### src/common/ppu_settings.svh
// ############################
// ppu format settings
// posit width, exponent size and the
// datapath widths derived from them
// ############################
`ifndef PPU_SETTINGS_SVH
`define PPU_SETTINGS_SVH

// posit word width
`define PPU_N 16

// exponent field size, at least one bit
`define PPU_ES 1

// signed scale, wide enough for product scales plus a normalize step
`define PPU_SCALE_W ($clog2(`PPU_N) + `PPU_ES + 3)

// fraction including the hidden bit
`define PPU_FRAC_W (`PPU_N - `PPU_ES - 2)

// double fraction for the product and the aligned sum
`define PPU_WFRAC_W (2 * `PPU_FRAC_W)

`endif

### src/common/ppu_pkg.sv
// ############################
// ppu shared types
// operation codes, request and response
// payloads and the decoded posit form
// ############################
`include "ppu_settings.svh"

package ppu_pkg;

  // arithmetic operations of the unit
  typedef enum logic [1:0] {
    OP_ADD = 2'd0,
    OP_SUB = 2'd1,
    OP_MUL = 2'd2
  } operation_e;

  // one request, two posit operands
  typedef struct packed {
    operation_e        op;
    logic [`PPU_N-1:0] operand_a;
    logic [`PPU_N-1:0] operand_b;
  } ppu_req_t;

  // one rounded posit result
  typedef struct packed {
    logic [`PPU_N-1:0] result;
  } ppu_rsp_t;

  // decoded posit
  // fraction carries the hidden bit at its msb, clear for zero
  typedef struct packed {
    logic                          sign;
    logic                          is_zero;
    logic                          is_nar;
    logic signed [`PPU_SCALE_W-1:0] scale;
    logic [`PPU_FRAC_W-1:0]        fraction;
  } unpacked_posit_t;

endpackage : ppu_pkg

### src/source/pipe_stage.sv
// ############################
// valid/ready register slice
// single entry, full throughput,
// generic payload type
// ############################
module pipe_stage #(
  parameter type T = logic
) (
  input  logic clk_i,
  input  logic rst_n_i,
  input  logic valid_i,
  output logic ready_o,
  input  T     data_i,
  output logic valid_o,
  input  logic ready_i,
  output T     data_o
);

  logic valid_q;
  T     data_q;

  // free slot or the held item leaves this cycle
  assign ready_o = !valid_q || ready_i;

  always_ff @(posedge clk_i) begin
    if (!rst_n_i) begin
      valid_q <= 1'b0;
    end else if (ready_o) begin
      // takes a new item or drains to empty
      valid_q <= valid_i;
    end
  end

  // payload only moves on an accepted transfer
  always_ff @(posedge clk_i) begin
    if (valid_i && ready_o) begin
      data_q <= data_i;
    end
  end

  assign valid_o = valid_q;
  assign data_o  = data_q;

  // a refused item stays offered and unchanged upstream
  a_hold_stable: assert property (
    @(posedge clk_i) disable iff (!rst_n_i)
    valid_i && !ready_o |=> valid_i && $stable(data_i)
  );

  // valid is always known once out of reset
  a_valid_known: assert property (
    @(posedge clk_i) disable iff (!rst_n_i)
    !$isunknown(valid_o)
  );

endmodule : pipe_stage

### src/ppu/posit_decoder.sv
// ############################
// posit decoder
// splits a posit into sign, scale and
// fraction, flags zero and NaR
// ############################
`include "ppu_settings.svh"

module posit_decoder (
  input  logic [`PPU_N-1:0]        posit_i,
  output ppu_pkg::unpacked_posit_t unpacked_o
);

  localparam int N     = `PPU_N;
  localparam int ES    = `PPU_ES;
  localparam int SW    = `PPU_SCALE_W;
  localparam int FW    = `PPU_FRAC_W;
  localparam int RUN_W = $clog2(N) + 1;

  logic                 is_zero;
  logic                 is_nar;
  logic [N-1:0]         abs_word;
  logic [N-2:0]         body;
  logic                 regime_bit;
  logic [RUN_W-1:0]     run_len;
  logic                 run_done;
  logic signed [SW-1:0] k_val;
  logic [N-2:0]         rest;
  logic [ES-1:0]        exp_bits;

  // the two patterns with no regime
  assign is_zero = (posit_i == '0);
  assign is_nar  = (posit_i == {1'b1, {(N-1){1'b0}}});

  // negative posits decode from their two's complement
  assign abs_word   = posit_i[N-1] ? -posit_i : posit_i;
  assign body       = abs_word[N-2:0];
  assign regime_bit = body[N-2];

  // length of the leading run of identical regime bits
  always_comb begin
    run_len  = '0;
    run_done = 1'b0;
    for (int i = N - 2; i >= 0; i--) begin
      if (!run_done && (body[i] == regime_bit)) begin
        run_len = run_len + 1'b1;
      end else begin
        run_done = 1'b1;
      end
    end
  end

  // ones run gives k = run - 1, zeros run gives k = -run
  assign k_val = regime_bit ? (SW'(run_len) - SW'(1)) : -SW'(run_len);

  // drop regime and terminator, zeros shift in for cut exponent bits
  assign rest     = body << (run_len + 1'b1);
  assign exp_bits = rest[N-2 -: ES];

  always_comb begin
    unpacked_o.sign    = posit_i[N-1];
    unpacked_o.is_zero = is_zero;
    unpacked_o.is_nar  = is_nar;
    // scale = k * 2^es + e
    unpacked_o.scale   = (k_val <<< ES) + $signed({1'b0, exp_bits});
    // hidden one only for a nonzero value
    unpacked_o.fraction = {~is_zero, rest[N-2-ES -: FW-1]};
  end

endmodule : posit_decoder

### src/ppu/posit_encoder.sv
// ############################
// posit encoder
// packs sign, scale and fraction into
// a posit, round to nearest even
// ############################
`include "ppu_settings.svh"

module posit_encoder (
  input  logic                           sign_i,
  input  logic                           is_zero_i,
  input  logic                           is_nar_i,
  input  logic signed [`PPU_SCALE_W-1:0] scale_i,
  input  logic [`PPU_WFRAC_W-1:0]        frac_i,
  input  logic                           sticky_i,
  output logic [`PPU_N-1:0]              posit_o
);

  localparam int N  = `PPU_N;
  localparam int ES = `PPU_ES;
  localparam int SW = `PPU_SCALE_W;
  localparam int WF = `PPU_WFRAC_W;
  // regime seed, exponent, fraction and room for the longest regime
  localparam int TW = 2 + ES + (WF - 1) + N;

  // scale of maxpos, minpos mirrors it
  localparam logic signed [SW-1:0] MAX_SCALE = SW'((N - 2) * (2 ** ES));
  localparam logic signed [SW-1:0] MIN_SCALE = -MAX_SCALE;

  logic signed [SW-1:0] k_val;
  logic [SW-1:0]        shamt;
  logic [ES-1:0]        exp_bits;
  logic                 regime_bit;
  logic [TW-1:0]        seed;
  logic [TW-1:0]        shifted;
  logic [N-2:0]         body;
  logic                 guard;
  logic                 sticky_all;
  logic                 round_up;
  logic [N-2:0]         body_rnd;
  logic [N-1:0]         mag;

  // floor division by 2^es, remainder is the exponent field
  assign k_val    = scale_i >>> ES;
  assign exp_bits = scale_i[ES-1:0];

  // ones for k >= 0, zeros for negative k
  assign regime_bit = ~k_val[SW-1];

  // extra regime bits past the two-bit seed
  assign shamt = k_val[SW-1] ? ~k_val : k_val;

  // seed holds first regime bit and terminator, hidden bit dropped
  assign seed    = {regime_bit, ~regime_bit, exp_bits, frac_i[WF-2:0], {N{1'b0}}};
  // arithmetic shift repeats the regime bit
  assign shifted = $signed(seed) >>> shamt;

  // top n-1 bits form the unsigned posit body
  assign body       = shifted[TW-1 -: N-1];
  assign guard      = shifted[TW-N];
  assign sticky_all = (|shifted[TW-N-1:0]) | sticky_i;

  // ties go to an even body
  assign round_up = guard & (sticky_all | body[0]);
  assign body_rnd = body + {{(N-2){1'b0}}, round_up};

  always_comb begin
    // never round past maxpos or down to zero
    if (scale_i >= MAX_SCALE) begin
      mag = {1'b0, {(N-1){1'b1}}};
    end else if (scale_i < MIN_SCALE) begin
      mag = {{(N-1){1'b0}}, 1'b1};
    end else begin
      mag = {1'b0, body_rnd};
    end

    // specials win over the computed word
    if (is_nar_i) begin
      posit_o = {1'b1, {(N-1){1'b0}}};
    end else if (is_zero_i) begin
      posit_o = '0;
    end else if (sign_i) begin
      posit_o = -mag;
    end else begin
      posit_o = mag;
    end
  end

endmodule : posit_encoder

### src/ppu/ppu_core.sv
// ############################
// ppu arithmetic core
// stage one decodes and computes,
// stage two encodes and rounds
// ############################
`include "ppu_settings.svh"

module ppu_core (
  input  logic               clk_i,
  input  logic               rst_n_i,
  input  logic               req_valid_i,
  output logic               req_ready_o,
  input  ppu_pkg::ppu_req_t  req_i,
  output logic               rsp_valid_o,
  input  logic               rsp_ready_i,
  output ppu_pkg::ppu_rsp_t  rsp_o
);

  localparam int SW    = `PPU_SCALE_W;
  localparam int FW    = `PPU_FRAC_W;
  localparam int WF    = `PPU_WFRAC_W;
  localparam int SUM_W = WF + 1;
  localparam int LZ_W  = $clog2(SUM_W) + 1;

  ppu_pkg::unpacked_posit_t dec_a;
  ppu_pkg::unpacked_posit_t dec_b;
  ppu_pkg::unpacked_posit_t b_eff;
  ppu_pkg::unpacked_posit_t op_big;
  ppu_pkg::unpacked_posit_t op_sml;

  logic                 a_is_big;
  logic                 eff_sub;
  logic [SW-1:0]        scale_diff;
  logic [WF-1:0]        big_field;
  logic [WF-1:0]        sml_field;
  logic [WF-1:0]        sml_aligned;
  logic                 align_sticky;
  logic [SUM_W-1:0]     sum;
  logic [LZ_W-1:0]      lzc;
  logic                 lz_found;
  logic [SUM_W-1:0]     sum_norm;
  logic [WF-1:0]        product;

  logic                 res_sign;
  logic                 res_zero;
  logic                 res_nar;
  logic                 res_sticky;
  logic signed [SW-1:0] res_scale;
  logic [WF-1:0]        res_frac;

  logic                 s1_ready;
  logic                 s2_ready;
  logic                 s1_load;
  logic                 s2_load;
  logic                 s1_valid_q;
  logic                 s1_sign_q;
  logic                 s1_zero_q;
  logic                 s1_nar_q;
  logic                 s1_sticky_q;
  logic signed [SW-1:0] s1_scale_q;
  logic [WF-1:0]        s1_frac_q;
  logic                 s2_valid_q;
  ppu_pkg::ppu_rsp_t    s2_rsp_q;
  logic [`PPU_N-1:0]    enc_posit;

  posit_decoder u_dec_a (
    .posit_i    (req_i.operand_a),
    .unpacked_o (dec_a)
  );

  posit_decoder u_dec_b (
    .posit_i    (req_i.operand_b),
    .unpacked_o (dec_b)
  );

  // subtract is add with b negated
  always_comb begin
    b_eff      = dec_b;
    b_eff.sign = dec_b.sign ^ (req_i.op == ppu_pkg::OP_SUB);
  end

  // larger magnitude first
  // zero decodes below every real scale
  assign a_is_big = (dec_a.scale > b_eff.scale) ||
                    ((dec_a.scale == b_eff.scale) && (dec_a.fraction >= b_eff.fraction));
  assign op_big   = a_is_big ? dec_a : b_eff;
  assign op_sml   = a_is_big ? b_eff : dec_a;
  assign eff_sub  = op_big.sign ^ op_sml.sign;

  // align the smaller operand with shifted-out bits in sticky
  assign scale_diff   = op_big.scale - op_sml.scale;
  assign big_field    = {op_big.fraction, {FW{1'b0}}};
  assign sml_field    = {op_sml.fraction, {FW{1'b0}}};
  assign sml_aligned  = sml_field >> scale_diff;
  assign align_sticky = |(sml_field & ~({WF{1'b1}} << scale_diff));

  // magnitude sum is never negative
  assign sum = eff_sub ? ({1'b0, big_field} - {1'b0, sml_aligned})
                       : ({1'b0, big_field} + {1'b0, sml_aligned});

  // leading zeros of the sum
  always_comb begin
    lzc      = '0;
    lz_found = 1'b0;
    for (int i = SUM_W - 1; i >= 0; i--) begin
      if (!lz_found && !sum[i]) begin
        lzc = lzc + 1'b1;
      end else begin
        lz_found = 1'b1;
      end
    end
  end

  assign sum_norm = sum << lzc;

  // product of two hidden-bit fractions lies in [1, 4)
  assign product = dec_a.fraction * dec_b.fraction;

  always_comb begin
    res_nar = dec_a.is_nar | dec_b.is_nar;
    if (req_i.op == ppu_pkg::OP_MUL) begin
      res_sign   = dec_a.sign ^ dec_b.sign;
      res_zero   = dec_a.is_zero | dec_b.is_zero;
      res_sticky = 1'b0;
      // one-bit normalize on the product msb
      res_scale  = dec_a.scale + dec_b.scale + $signed({1'b0, product[WF-1]});
      res_frac   = product[WF-1] ? product : (product << 1);
    end else begin
      res_sign   = op_big.sign;
      // exact cancellation and zero plus zero
      res_zero   = (sum == '0);
      // lsb falls off only on a carry out
      res_sticky = align_sticky | sum_norm[0];
      res_scale  = op_big.scale + SW'(1) - SW'(lzc);
      res_frac   = sum_norm[SUM_W-1:1];
    end
  end

  // each stage advances when empty or drained
  assign s2_ready    = !s2_valid_q || rsp_ready_i;
  assign s1_ready    = !s1_valid_q || s2_ready;
  assign req_ready_o = s1_ready;
  assign s1_load     = req_valid_i && s1_ready;
  assign s2_load     = s1_valid_q && s2_ready;

  always_ff @(posedge clk_i) begin
    if (!rst_n_i) begin
      s1_valid_q <= 1'b0;
      s2_valid_q <= 1'b0;
    end else begin
      if (s1_ready) begin
        s1_valid_q <= req_valid_i;
      end
      if (s2_ready) begin
        s2_valid_q <= s1_valid_q;
      end
    end
  end

  // stage one payload
  always_ff @(posedge clk_i) begin
    if (s1_load) begin
      s1_sign_q   <= res_sign;
      s1_zero_q   <= res_zero;
      s1_nar_q    <= res_nar;
      s1_sticky_q <= res_sticky;
      s1_scale_q  <= res_scale;
      s1_frac_q   <= res_frac;
    end
  end

  posit_encoder u_enc (
    .sign_i    (s1_sign_q),
    .is_zero_i (s1_zero_q),
    .is_nar_i  (s1_nar_q),
    .scale_i   (s1_scale_q),
    .frac_i    (s1_frac_q),
    .sticky_i  (s1_sticky_q),
    .posit_o   (enc_posit)
  );

  // stage two holds the rounded result
  always_ff @(posedge clk_i) begin
    if (s2_load) begin
      s2_rsp_q.result <= enc_posit;
    end
  end

  assign rsp_valid_o = s2_valid_q;
  assign rsp_o       = s2_rsp_q;

  // a request refused by a stalled stage one stays offered unchanged
  a_req_hold: assert property (
    @(posedge clk_i) disable iff (!rst_n_i)
    req_valid_i && !req_ready_o |=> req_valid_i && $stable(req_i)
  );

endmodule : ppu_core

### src/ppu/ppu_top.sv
// ############################
// ppu top level
// core between an input and an output
// valid/ready slice
// ############################
`include "ppu_settings.svh"

module ppu_top (
  input  logic                 clk_i,
  input  logic                 rst_n_i,
  input  logic                 in_valid_i,
  output logic                 in_ready_o,
  input  ppu_pkg::operation_e  op_i,
  input  logic [`PPU_N-1:0]    operand_a_i,
  input  logic [`PPU_N-1:0]    operand_b_i,
  output logic                 out_valid_o,
  input  logic                 out_ready_i,
  output logic [`PPU_N-1:0]    result_o
);

  ppu_pkg::ppu_req_t in_req;
  ppu_pkg::ppu_req_t core_req;
  ppu_pkg::ppu_rsp_t core_rsp;
  ppu_pkg::ppu_rsp_t out_rsp;
  logic              core_req_valid;
  logic              core_req_ready;
  logic              core_rsp_valid;
  logic              core_rsp_ready;

  // bundle the request ports
  assign in_req = '{op: op_i, operand_a: operand_a_i, operand_b: operand_b_i};

  pipe_stage #(
    .T (ppu_pkg::ppu_req_t)
  ) u_in_stage (
    .clk_i   (clk_i),
    .rst_n_i (rst_n_i),
    .valid_i (in_valid_i),
    .ready_o (in_ready_o),
    .data_i  (in_req),
    .valid_o (core_req_valid),
    .ready_i (core_req_ready),
    .data_o  (core_req)
  );

  ppu_core u_core (
    .clk_i       (clk_i),
    .rst_n_i     (rst_n_i),
    .req_valid_i (core_req_valid),
    .req_ready_o (core_req_ready),
    .req_i       (core_req),
    .rsp_valid_o (core_rsp_valid),
    .rsp_ready_i (core_rsp_ready),
    .rsp_o       (core_rsp)
  );

  // output slice stalls results instead of dropping them
  pipe_stage #(
    .T (ppu_pkg::ppu_rsp_t)
  ) u_out_stage (
    .clk_i   (clk_i),
    .rst_n_i (rst_n_i),
    .valid_i (core_rsp_valid),
    .ready_o (core_rsp_ready),
    .data_i  (core_rsp),
    .valid_o (out_valid_o),
    .ready_i (out_ready_i),
    .data_o  (out_rsp)
  );

  assign result_o = out_rsp.result;

endmodule : ppu_top

### config.mk
export PLATFORM = sky130hd
export DESIGN_NAME = ppu_top
export DESIGN_NICKNAME = d
export VERILOG_FILES = /design/src/common/ppu_pkg.sv /design/src/source/pipe_stage.sv /design/src/ppu/posit_decoder.sv /design/src/ppu/posit_encoder.sv /design/src/ppu/ppu_core.sv /design/src/ppu/ppu_top.sv
export VERILOG_INCLUDE_DIRS = /design/src /design/src/common
export SDC_FILE = /design/constraint.sdc
export NUM_CORES = 1
export LEC_CHECK = 0
export BUFFER_PORTS_ARGS = -buffer_cell sky130_fd_sc_hd__buf_4
export CAP_MARGIN = 10
export CORE_MARGIN = 2
export CORE_UTILIZATION = 40
export DETAILED_ROUTE_END_ITERATION = 6
export PLACE_DENSITY = 0.64
export SKIP_LAST_GASP = 1
export SLEW_MARGIN = 10
export SYNTH_ARGS = -nofsm -noshare
export SYNTH_HDL_FRONTEND = slang
export SYNTH_SLANG_ARGS = --single-unit
### constraint.sdc
create_clock -name clk_i -period 102.4 [get_ports clk_i]
set_clock_uncertainty 0.15 [all_clocks]
set_input_delay 20.48 -clock clk_i [delete_from_list [all_inputs] [get_ports clk_i]]
set_output_delay 20.48 -clock clk_i [all_outputs]
set_load 0.02 [all_outputs]
* After elaboration in Yosys (flattened, before gate mapping)
Index checks and enable logic that the tools add are counted.
** Word-level totals
- Input port bits :: 38
- Register bits :: 107
- Logic and storage cells :: 418
- Output and inout port bits :: 18
** Cells by class
- $add $sub $neg :: 71
- $lt $le $gt $ge :: 4
- Reductions and logical operators :: 148
- Shift-type cells :: 6
- Bitwise gates (word level) :: 15
- Muxes and demuxes :: 124
- Equality and inequality tests :: 33
- Multipliers :: 1
** Operators by type and width (count)
- 6-bit by 1-bit adder with 6-bit output, second input constant :: 26
- 6-bit 2-to-1 mux :: 26
- 5-bit by 1-bit adder with 5-bit output, second input constant :: 28
- 5-bit 2-to-1 mux :: 26
- 1-bit logical NOT :: 80
- 15-bit 2-to-1 mux :: 4
- 1-bit logical AND :: 57
- 1-bit 2-to-1 mux :: 55
- 25-bit 2-to-1 mux :: 2
- 24-bit 2-to-1 mux :: 2
- 44-bit by 8-bit >>> shifter with 44-bit output :: 1
- 16-bit equality test, second input constant :: 2
- 16-bit logical NOT :: 2
- 16-bit 2-to-1 mux :: 2
- 15-bit negation :: 2
- 15-bit by 5-bit << shifter with 15-bit output :: 2
- 1-bit equality test :: 28
- 28-bit OR reduction :: 1
- 26-bit by 26-bit adder with 27-bit output :: 1
- 27-bit logical NOT :: 1
- 27-bit 2-to-1 mux :: 1
- 27-bit by 6-bit << shifter with 26-bit output :: 1
- 26-bit by 26-bit subtractor with 27-bit output :: 1
- 26-bit AND :: 1
- other kinds (31) :: 50

* Longest topological paths before layout
Gate-level depths: netlist of run 1.
- Word-level depth :: 132
- Mapped depth :: 200
- Gate-level depth less buffers :: 191

* Cells and area by module
Synthesis of run 1 repeated with hierarchy kept, for this count alone.
** Unflattened totals
- Cell total of the unflattened synthesis :: 4075
- Area, all modules :: 31383.8 µm²
** By module, submodules not included
- ppu_core :: area each 18595.3 µm², cells an instance 2397, times used 1
- posit_decoder :: area each 3440.8 µm², cells an instance 494, times used 2
- posit_encoder :: area each 4290.4 µm², cells an instance 630, times used 1
- pipe_stage at u_in_stage :: area each 1078.5 µm², cells an instance 39, times used 1
- pipe_stage at u_out_stage :: area each 538.0 µm², cells an instance 21, times used 1

* Least setup slack after synthesis of run 1
No wires, ideal clock.
- Path type :: input to output
- Start :: in out_ready_i
- End :: out in_ready_o
- Stages on the path :: 3
- Setup slack :: 60655 ps
- Buffers on the path :: 0
- Data arrival time :: 21115 ps
- Data required time :: 81770 ps
- Path through :: nor2b_1 > and2_0 > nand3_1
** On the way
- Longest elaborated chain between the ends :: 4
** Ends and longest elaborated chain
- from (decl) :: RTL line ppu_top.sv:17 : input logic out_ready_i,
- 1-bit logical OR :: RTL line pipe_stage.sv:23 : assign ready_o = !valid_q || ready_i;
- 1-bit logical OR :: RTL line ppu_core.sv:140 : assign s2_ready = !s2_valid_q || rsp_ready_i;
- 1-bit logical OR :: RTL line ppu_core.sv:141 : assign s1_ready = !s1_valid_q || s2_ready;
- 1-bit logical OR :: RTL line pipe_stage.sv:23
- to (decl) :: RTL line ppu_top.sv:12 : output logic in_ready_o,
No other way between the ends.

* Worst setup path after layout of run 1
Ends and elaborated chain as after synthesis.

==> results of run 1 <==
[synth_stat cells (16+ instances only)]
library cell	instances
o31ai_1	25
nor4_1	20
nor2_1	364
o21a_1	20
o32ai_1	19
nor3b_1	18
a22oi_1	18
nor3_1	106
o22ai_1	25
mux2i_1	168
o21ai_0	178
a21o_1	35
nand2_1	461
or2_2	22
a211oi_1	33
buf_2	30
and2_1	47
mux2_2	46
inv_1	308
or3_1	35
edfxtp_1	103
nand4_1	29
nand3_1	91
fa_1	125
nor2b_1	45
and3_1	41
buf_1	18
xnor2_1	149
a31oi_1	42
or4_1	16
xor2_1	49
o21bai_1	40
nand2b_1	40
ha_1	204
o211ai_1	26
clkbuf_1	131
a21oi_1	245
[cells by family after synthesis]
kind of cell | count (synthesis) | synth area share, %
xor+xnor | 225 | 8.211
buf+inv | 502 | 6.928
flops | 107 | 11.26
simple gates | 1410 | 24.05
mux | 233 | 9.215
compound gates | 920 | 22.11
fa+ha+maj | 337 | 18.23
[final cells by class]
type | count | area, µm² | area share (%)
clock inverter | 5 | 66.31 | 0.2219
clock buffer | 11 | 252.7 | 0.8456
timing repair buffer | 117 | 878.3 | 2.939
multi-input combinational | 3125 | 23160 | 77.47
tap | 940 | 1176 | 3.935
inverter | 316 | 1186 | 3.969
sequential | 107 | 3173 | 10.62
[worst max-delay path: stages]
cell	delay, ps
buf_4	110
nor2b_1	170
and2_0	450
nand3_1	160
buf_4	180
[stage by stage]
| step | hold WS (ps) | instance area [µm²] | instances | setup WS [ps] |
|---|---|---|---|---|
| 2_1_floorplan | 250.3 | 28170 | 3734 | 60660 |
| 3_3_place_gp | 253.9 | 29570 | 4605 | 60210 |
| 3_5_place_dp | 256.5 | 29570 | 4605 | 60220 |
| 4_1_cts | 273.0 | 29890 | 4621 | 60210 |
| 5_1_grt | 277.1 | 29890 | 4621 | 58860 |
| 6_report | 270.3 | 29890 | 4621 | 60220 |
[registers in the layout (all words and copies together), names as in the netlist]
signal / cells
u_out_stage.data_o: 16
u_core.s1_valid_q: 1
u_core.s1_sticky_q: 1
u_core.rsp_valid_o: 1
u_core.s1_scale_q: 8
u_core.s1_nar_q: 1
u_out_stage.valid_o: 1
u_in_stage.data_o: 34
u_core.s1_frac_q: 25
u_in_stage.valid_o: 1
u_core.rsp_o: 16
u_core.s1_zero_q: 1
u_core.s1_sign_q: 1
[how the worst max path moves through the flow]
stage,to,slack [ps],cells past startpoint
floorplan,in_ready_o,60660,3
global placement,in_ready_o,60210,5
detailed placement,in_ready_o,60220,5
CTS,in_ready_o,60210,5
global route,u_core.s1_scale_q[7],58860,183
finish,in_ready_o,60220,5
[metal layers]
metal | track usage [%] | wire, µm | vias to the layer above
met4 | 4.971 | 1754 | 0
li1 | - | - | 13249
met5 | 0 | 0 | -
met3 | 4.266 | 6302 | 120
met2 | 37.51 | 38990 | 864
met1 | 31.10 | 37780 | 13085
==> summary.md, run 1 <==
| Metric | Value |
|---|---|
| GRT Util Overall | `22.83%` |
| Period utilisation layout | `41.19%` |
| Seq/Total Area, Yosys | `11.26%` |
| Launching element type of the critical path | `input pin` |
| TritonCTS Sinks | `107` |
| Fillers | `7214` |
| Yosys top cell by area | `edfxtp_1` |
| Crit path max fanout | `6` |
| Max-slew headroom | `19.93%` |
| Num rows | `97` |
| CTS Buffer Depth | `2` |
| Post-synth EDFFs | `103` |
| First-pass GRT wire length | `137.4 mm` |
| Largest net degree at the start of global routing | `52` |
| CTS tree | `built` |
| Final ANT Viol Nets | `0` |
| Unrepaired setup endpoints after global routing | `no` |
| Run status | `completed` |
| Fmax achieved | `23.71 MHz` |
| Synth top area cells | `edfxtp_1 11%, ha_1 9.1%, fa_1 8.9%` |
| Worst Tran Pin Value | `1201 ps` |
| Min-delay worst type | `reg2reg` |
| Number of synthesized register bits | `107` |
| Final HPWL DP | `68.29 mm` |
| Post-synth cell types | `123` |
| Worst reg2reg setup slack | `62390 ps` |
| Initial core utilization | `40.30%` |
| Top FF cell, synth | `edfxtp_1` |
| Post-CTS setup buffer count | `0` |
| Drt drc | `0` |
| CTS hold repair buffers | `0` |
| Hold depth | `0` |
| Syn Inst Count | `3734` |
| Most frequent cells in the layout | `461 x nand2_1, 363 x nor2_1, 308 x inv_1` |
| Starting DRC count in detailed routing | `2553` |
| DR vias | `27.32k` |
| Clock slew at reported path FFs | `60 ps` |
| Slew Viols, Final | `0` |
| H-Tree Depth | `3` |
| Mapped Nets | `4101` |
| Hold endpoint | `u_out_stage.data_o[4]` |
| Area grow syn2layout | `6.084%` |
| Global route overflow | `0` |
| Net count, final | `4043` |
| Core Area | `0.06991 mm²` |
| TNS Setup | `0 ps` |
| Critical Path Source | `out_ready_i` |
| Height of the die | `269.4 µm` |
| Synthesized area | `0.02817 mm²` |
| Total of max-cap violations | `0` |
| Worst EP arrival | `21550 ps` |
| Synth warn | `0` |
| Mean post-synth cell area | `7.545 µm²` |
| Die X | `269.4 µm` |
| CTS root buf | `clkbuf_16` |
| Die area | `0.07258 mm²` |
| Post-CTS sizing | `0` |
| Final Hold Viols | `0` |
| Core Util, Final | `42.75%` |
| Num CTS Buffers | `9` |
| WP data required | `81770 ps` |
| Reg-to-reg endpoint | `u_core.s1_scale_q[7]` |
| Worst setup path class | `in2out` |
| Final setup viols | `0` |
| Asr flop ratio synth | `0%` |
| Via density | `5.912` |
| Vias in the first global route | `25.63k` |
| Clk_lat worst skew | `380 ps` |
| I/O pin count | `56` |
| Tmin final | `42180 ps` |
| Crit path capture type | `output pin` |
| Synth top area share | `10.98%` |
| Final WL | `84.83 mm` |
| Commonest non-fill, non-tap cell in the layout | `nand2_1` |
| TritonRoute pass-1 iters | `6` |
| R2R cell count | `177` |
| Fraction of layout cells with a size suffix above 1 | `7.987%` |
| Antenna violations before repair | `0` |
| Avg WL per Cell | `18.36 µm` |
| Worst r2r src | `u_in_stage.data_o[0]` |
| Port buffer count | `55` |
| Final RePlAce weighted congestion | `0.9673` |
| Min-delay src | `u_core.rsp_o[4]` |
| # diodes | `0` |
Power of run 1 is not shown: default switching activity piles up to over one toggle a cycle in this logic, so the estimate is an artifact.
==> run 2, diff against run 1 <==
--- a/config.mk
+++ b/config.mk
@@ -6,6 +6,7 @@
 export SDC_FILE = /design/constraint.sdc
 export NUM_CORES = 1
 export LEC_CHECK = 0
+export ABC_AREA = 1
 export BUFFER_PORTS_ARGS = -buffer_cell sky130_fd_sc_hd__buf_4
 export CAP_MARGIN = 10
 export CORE_MARGIN = 2
==> constraint.sdc (replaced) <==
create_clock -name clk_i -period 44 [get_ports clk_i]
set_clock_uncertainty 0.15 [all_clocks]
set_input_delay 8.8 -clock clk_i [delete_from_list [all_inputs] [get_ports clk_i]]
set_output_delay 8.8 -clock clk_i [all_outputs]
set_load 0.02 [all_outputs]
==> summary.md, run 2 <==
| Metric | Value |
|---|---|
| Commonest non-fill, non-tap cell in the layout | `nand2_1` |
| Most frequent cells in the layout | `1130 x nand2_1, 656 x inv_1, 407 x nor2_1` |
| Syn Inst Count | `4339` |
| Worst EP arrival | `31860 ps` |
| Complex-gate fraction of the synthesized area | `11.35%` |
| Initial core utilization | `40.43%` |
| Worst setup path class | `reg2reg` |
| Core Area | `0.06728 mm²` |
| Mux contribution to synthesized area | `0.4048%` |
| Run status | `completed` |
| Fraction of layout cells with a size suffix above 1 | `12.89%` |
| Post-CTS setup buffer count | `0` |
| Clock slew at reported path FFs | `90 ps` |
| Tmin final | `31870 ps` |
| Die X | `264.8 µm` |
| I/O pin count | `56` |
| Synth top area cells | `nand2_1 16%, edfxtp_1 11%, ha_1 9.4%` |
| Antenna violations before repair | `1` |
| Buf/Inv on CP | `24` |
| Number of synthesized register bits | `107` |
| Global route overflow | `0` |
| Port buffer count | `55` |
| CTS hold repair buffers | `0` |
| Total of max-cap violations | `0` |
| Starting DRC count in detailed routing | `1985` |
| Top-count cell post-synth | `nand2_1` |
| Final Hold Viols | `0` |
| Final WL | `78.90 mm` |
| DR vias | `26.71k` |
| Final RePlAce weighted congestion | `0.9976` |
| Slew Viols, Final | `0` |
| Min-delay worst type | `reg2reg` |
| Seq/Total Area, Yosys | `11.66%` |
| Met1 Use GR | `29.88%` |
| WP data required | `43990 ps` |
| Asr flop ratio synth | `0%` |
| Post-synth EDFFs | `103` |
| Crit-path max cell delay | `970 ps` |
| Via density | `5.150` |
| Max FFs per register | `34` |
| Top FF cell, synth | `edfxtp_1` |
| Most frequent cell on the critical path | `nand2_1` |
| First-pass GRT wire length | `128.4 mm` |
| Fillers | `7171` |
| Post-CTS sizing | `0` |
| Area taken by multi-input logic gates | `0.02029 mm²` |
| CTS root buf | `clkbuf_16` |
| Launching element type of the critical path | `flop` |
| Adder-Cell Fraction of Synth Area | `18.58%` |
| Num CTS Buffers | `9` |
| Routing usage on met2 | `37.05%` |
| Final setup viols | `0` |
| Height of the die | `264.8 µm` |
| TritonRoute pass-1 iters | `6` |
| Num rows | `95` |
| Post-synth cell types | `83` |
| H-Tree Depth | `3` |
| Cell family with most CP delay | `simple AND/OR/NAND/NOR gates` |
| TNS Setup | `0 ps` |
| Synthesized area | `0.02720 mm²` |
| Post-Synth Simple-Gate Area | `41.10%` |
| Fmax achieved | `31.38 MHz` |
| Synth top area share | `15.59%` |
| Synth warn | `0` |
| Mean post-synth cell area | `6.269 µm²` |
| Period utilisation layout | `72.42%` |
| Main combinational cell family by area after synthesis | `simple AND/OR/NAND/NOR gates` |
| Drt drc | `0` |
| Top post-synthesis cells by count | `1130 x nand2_1, 656 x inv_1, 409 x nor2_1` |
| Sequential Area | `0.003173 mm²` |
| Clk_lat worst skew | `400 ps` |
| Met3 global-route usage | `3.233%` |
| Area grow syn2layout | `4.154%` |
| CTS Buffer Depth | `2` |
| GRT Util Overall | `22.49%` |
| Avg WL per Cell | `15.22 µm` |
| Unrepaired setup endpoints after global routing | `no` |
| Crit path max fanout | `38` |
| Max-slew headroom | `26.86%` |
| # diodes | `0` |
| Final ANT Viol Nets | `0` |
| Die area | `0.07011 mm²` |
| Vias in the first global route | `24.84k` |
| Crit path capture type | `flop` |
| Busiest grt layer | `met2` |
| CTS tree | `built` |
| Dpl ws | `12430 ps` |
| TritonCTS Sinks | `107` |
| Largest net degree at the start of global routing | `39` |
| Post-synthesis xor/xnor area fraction | `3.114%` |
| Worst Tran Pin Value | `1086 ps` |
| Net count, final | `4674` |
| Mapped Nets | `4706` |
| Final HPWL DP | `66.32 mm` |
| Yosys top cell by area | `nand2_1` |
| CP max-delay cell | `edfxtp_1` |
| Setup ws final | `12130 ps` |
run 2: final timing paths:
| check | endpoint | startpoint | cells past startpoint | slack [ps] |
|---|---|---|---|---|
| setup / recovery | u_core.s1_scale_q[7] | u_in_stage.data_o[15] | 186 | 12130 |
| hold / removal | u_out_stage.data_o[3] | u_core.rsp_o[3] | 0 | 270 |
| setup reg to reg | u_core.s1_scale_q[7] | u_in_stage.data_o[15] | 186 | 12130 |
| hold reg to reg | u_out_stage.data_o[3] | u_core.rsp_o[3] | 0 | 270 |
run 2: layout make-up:
type                    count  area share (%)
repair buffers             73           1.934
clock inverters             7          0.3047
multi-input cells        3350           71.62
well taps                 873           3.855
inverters                 766           10.29
clock buffers               9          0.7949
flip-flops and latches    107           11.20
run 2: metrics by stage:
stage | hold WS, ps | util [%] | instance area (µm²) | instances
final | 271.2 | 42.11 | 28330 | 5185
after detailed placement | 256.6 | 41.65 | 28020 | 5169
after global routing | 279.8 | 42.11 | 28330 | 5185
after CTS | 272.8 | 42.11 | 28330 | 5185
after floorplan | 250.3 | - | 27200 | 4339
after global placement | 253.1 | 41.65 | 28020 | 5169
run 2: logic make-up after synthesis:
family,Yosys count
AND/OR/NAND/NOR,2381
buffers and inverters,882
AO/OA/AOI/OAI,540
adder cells (fa/ha/maj),329
flip-flops,107
XOR/XNOR,89
multiplexers,11
run 2: layer usage:
metal  up-vias  part of all wire (%)
met5         -                     0
met4         0                   3.7
met3       151                   5.6
met2       749                    45
met1     12059                    45
li1      13746                     -
Power of run 2 is left out for the same reason.
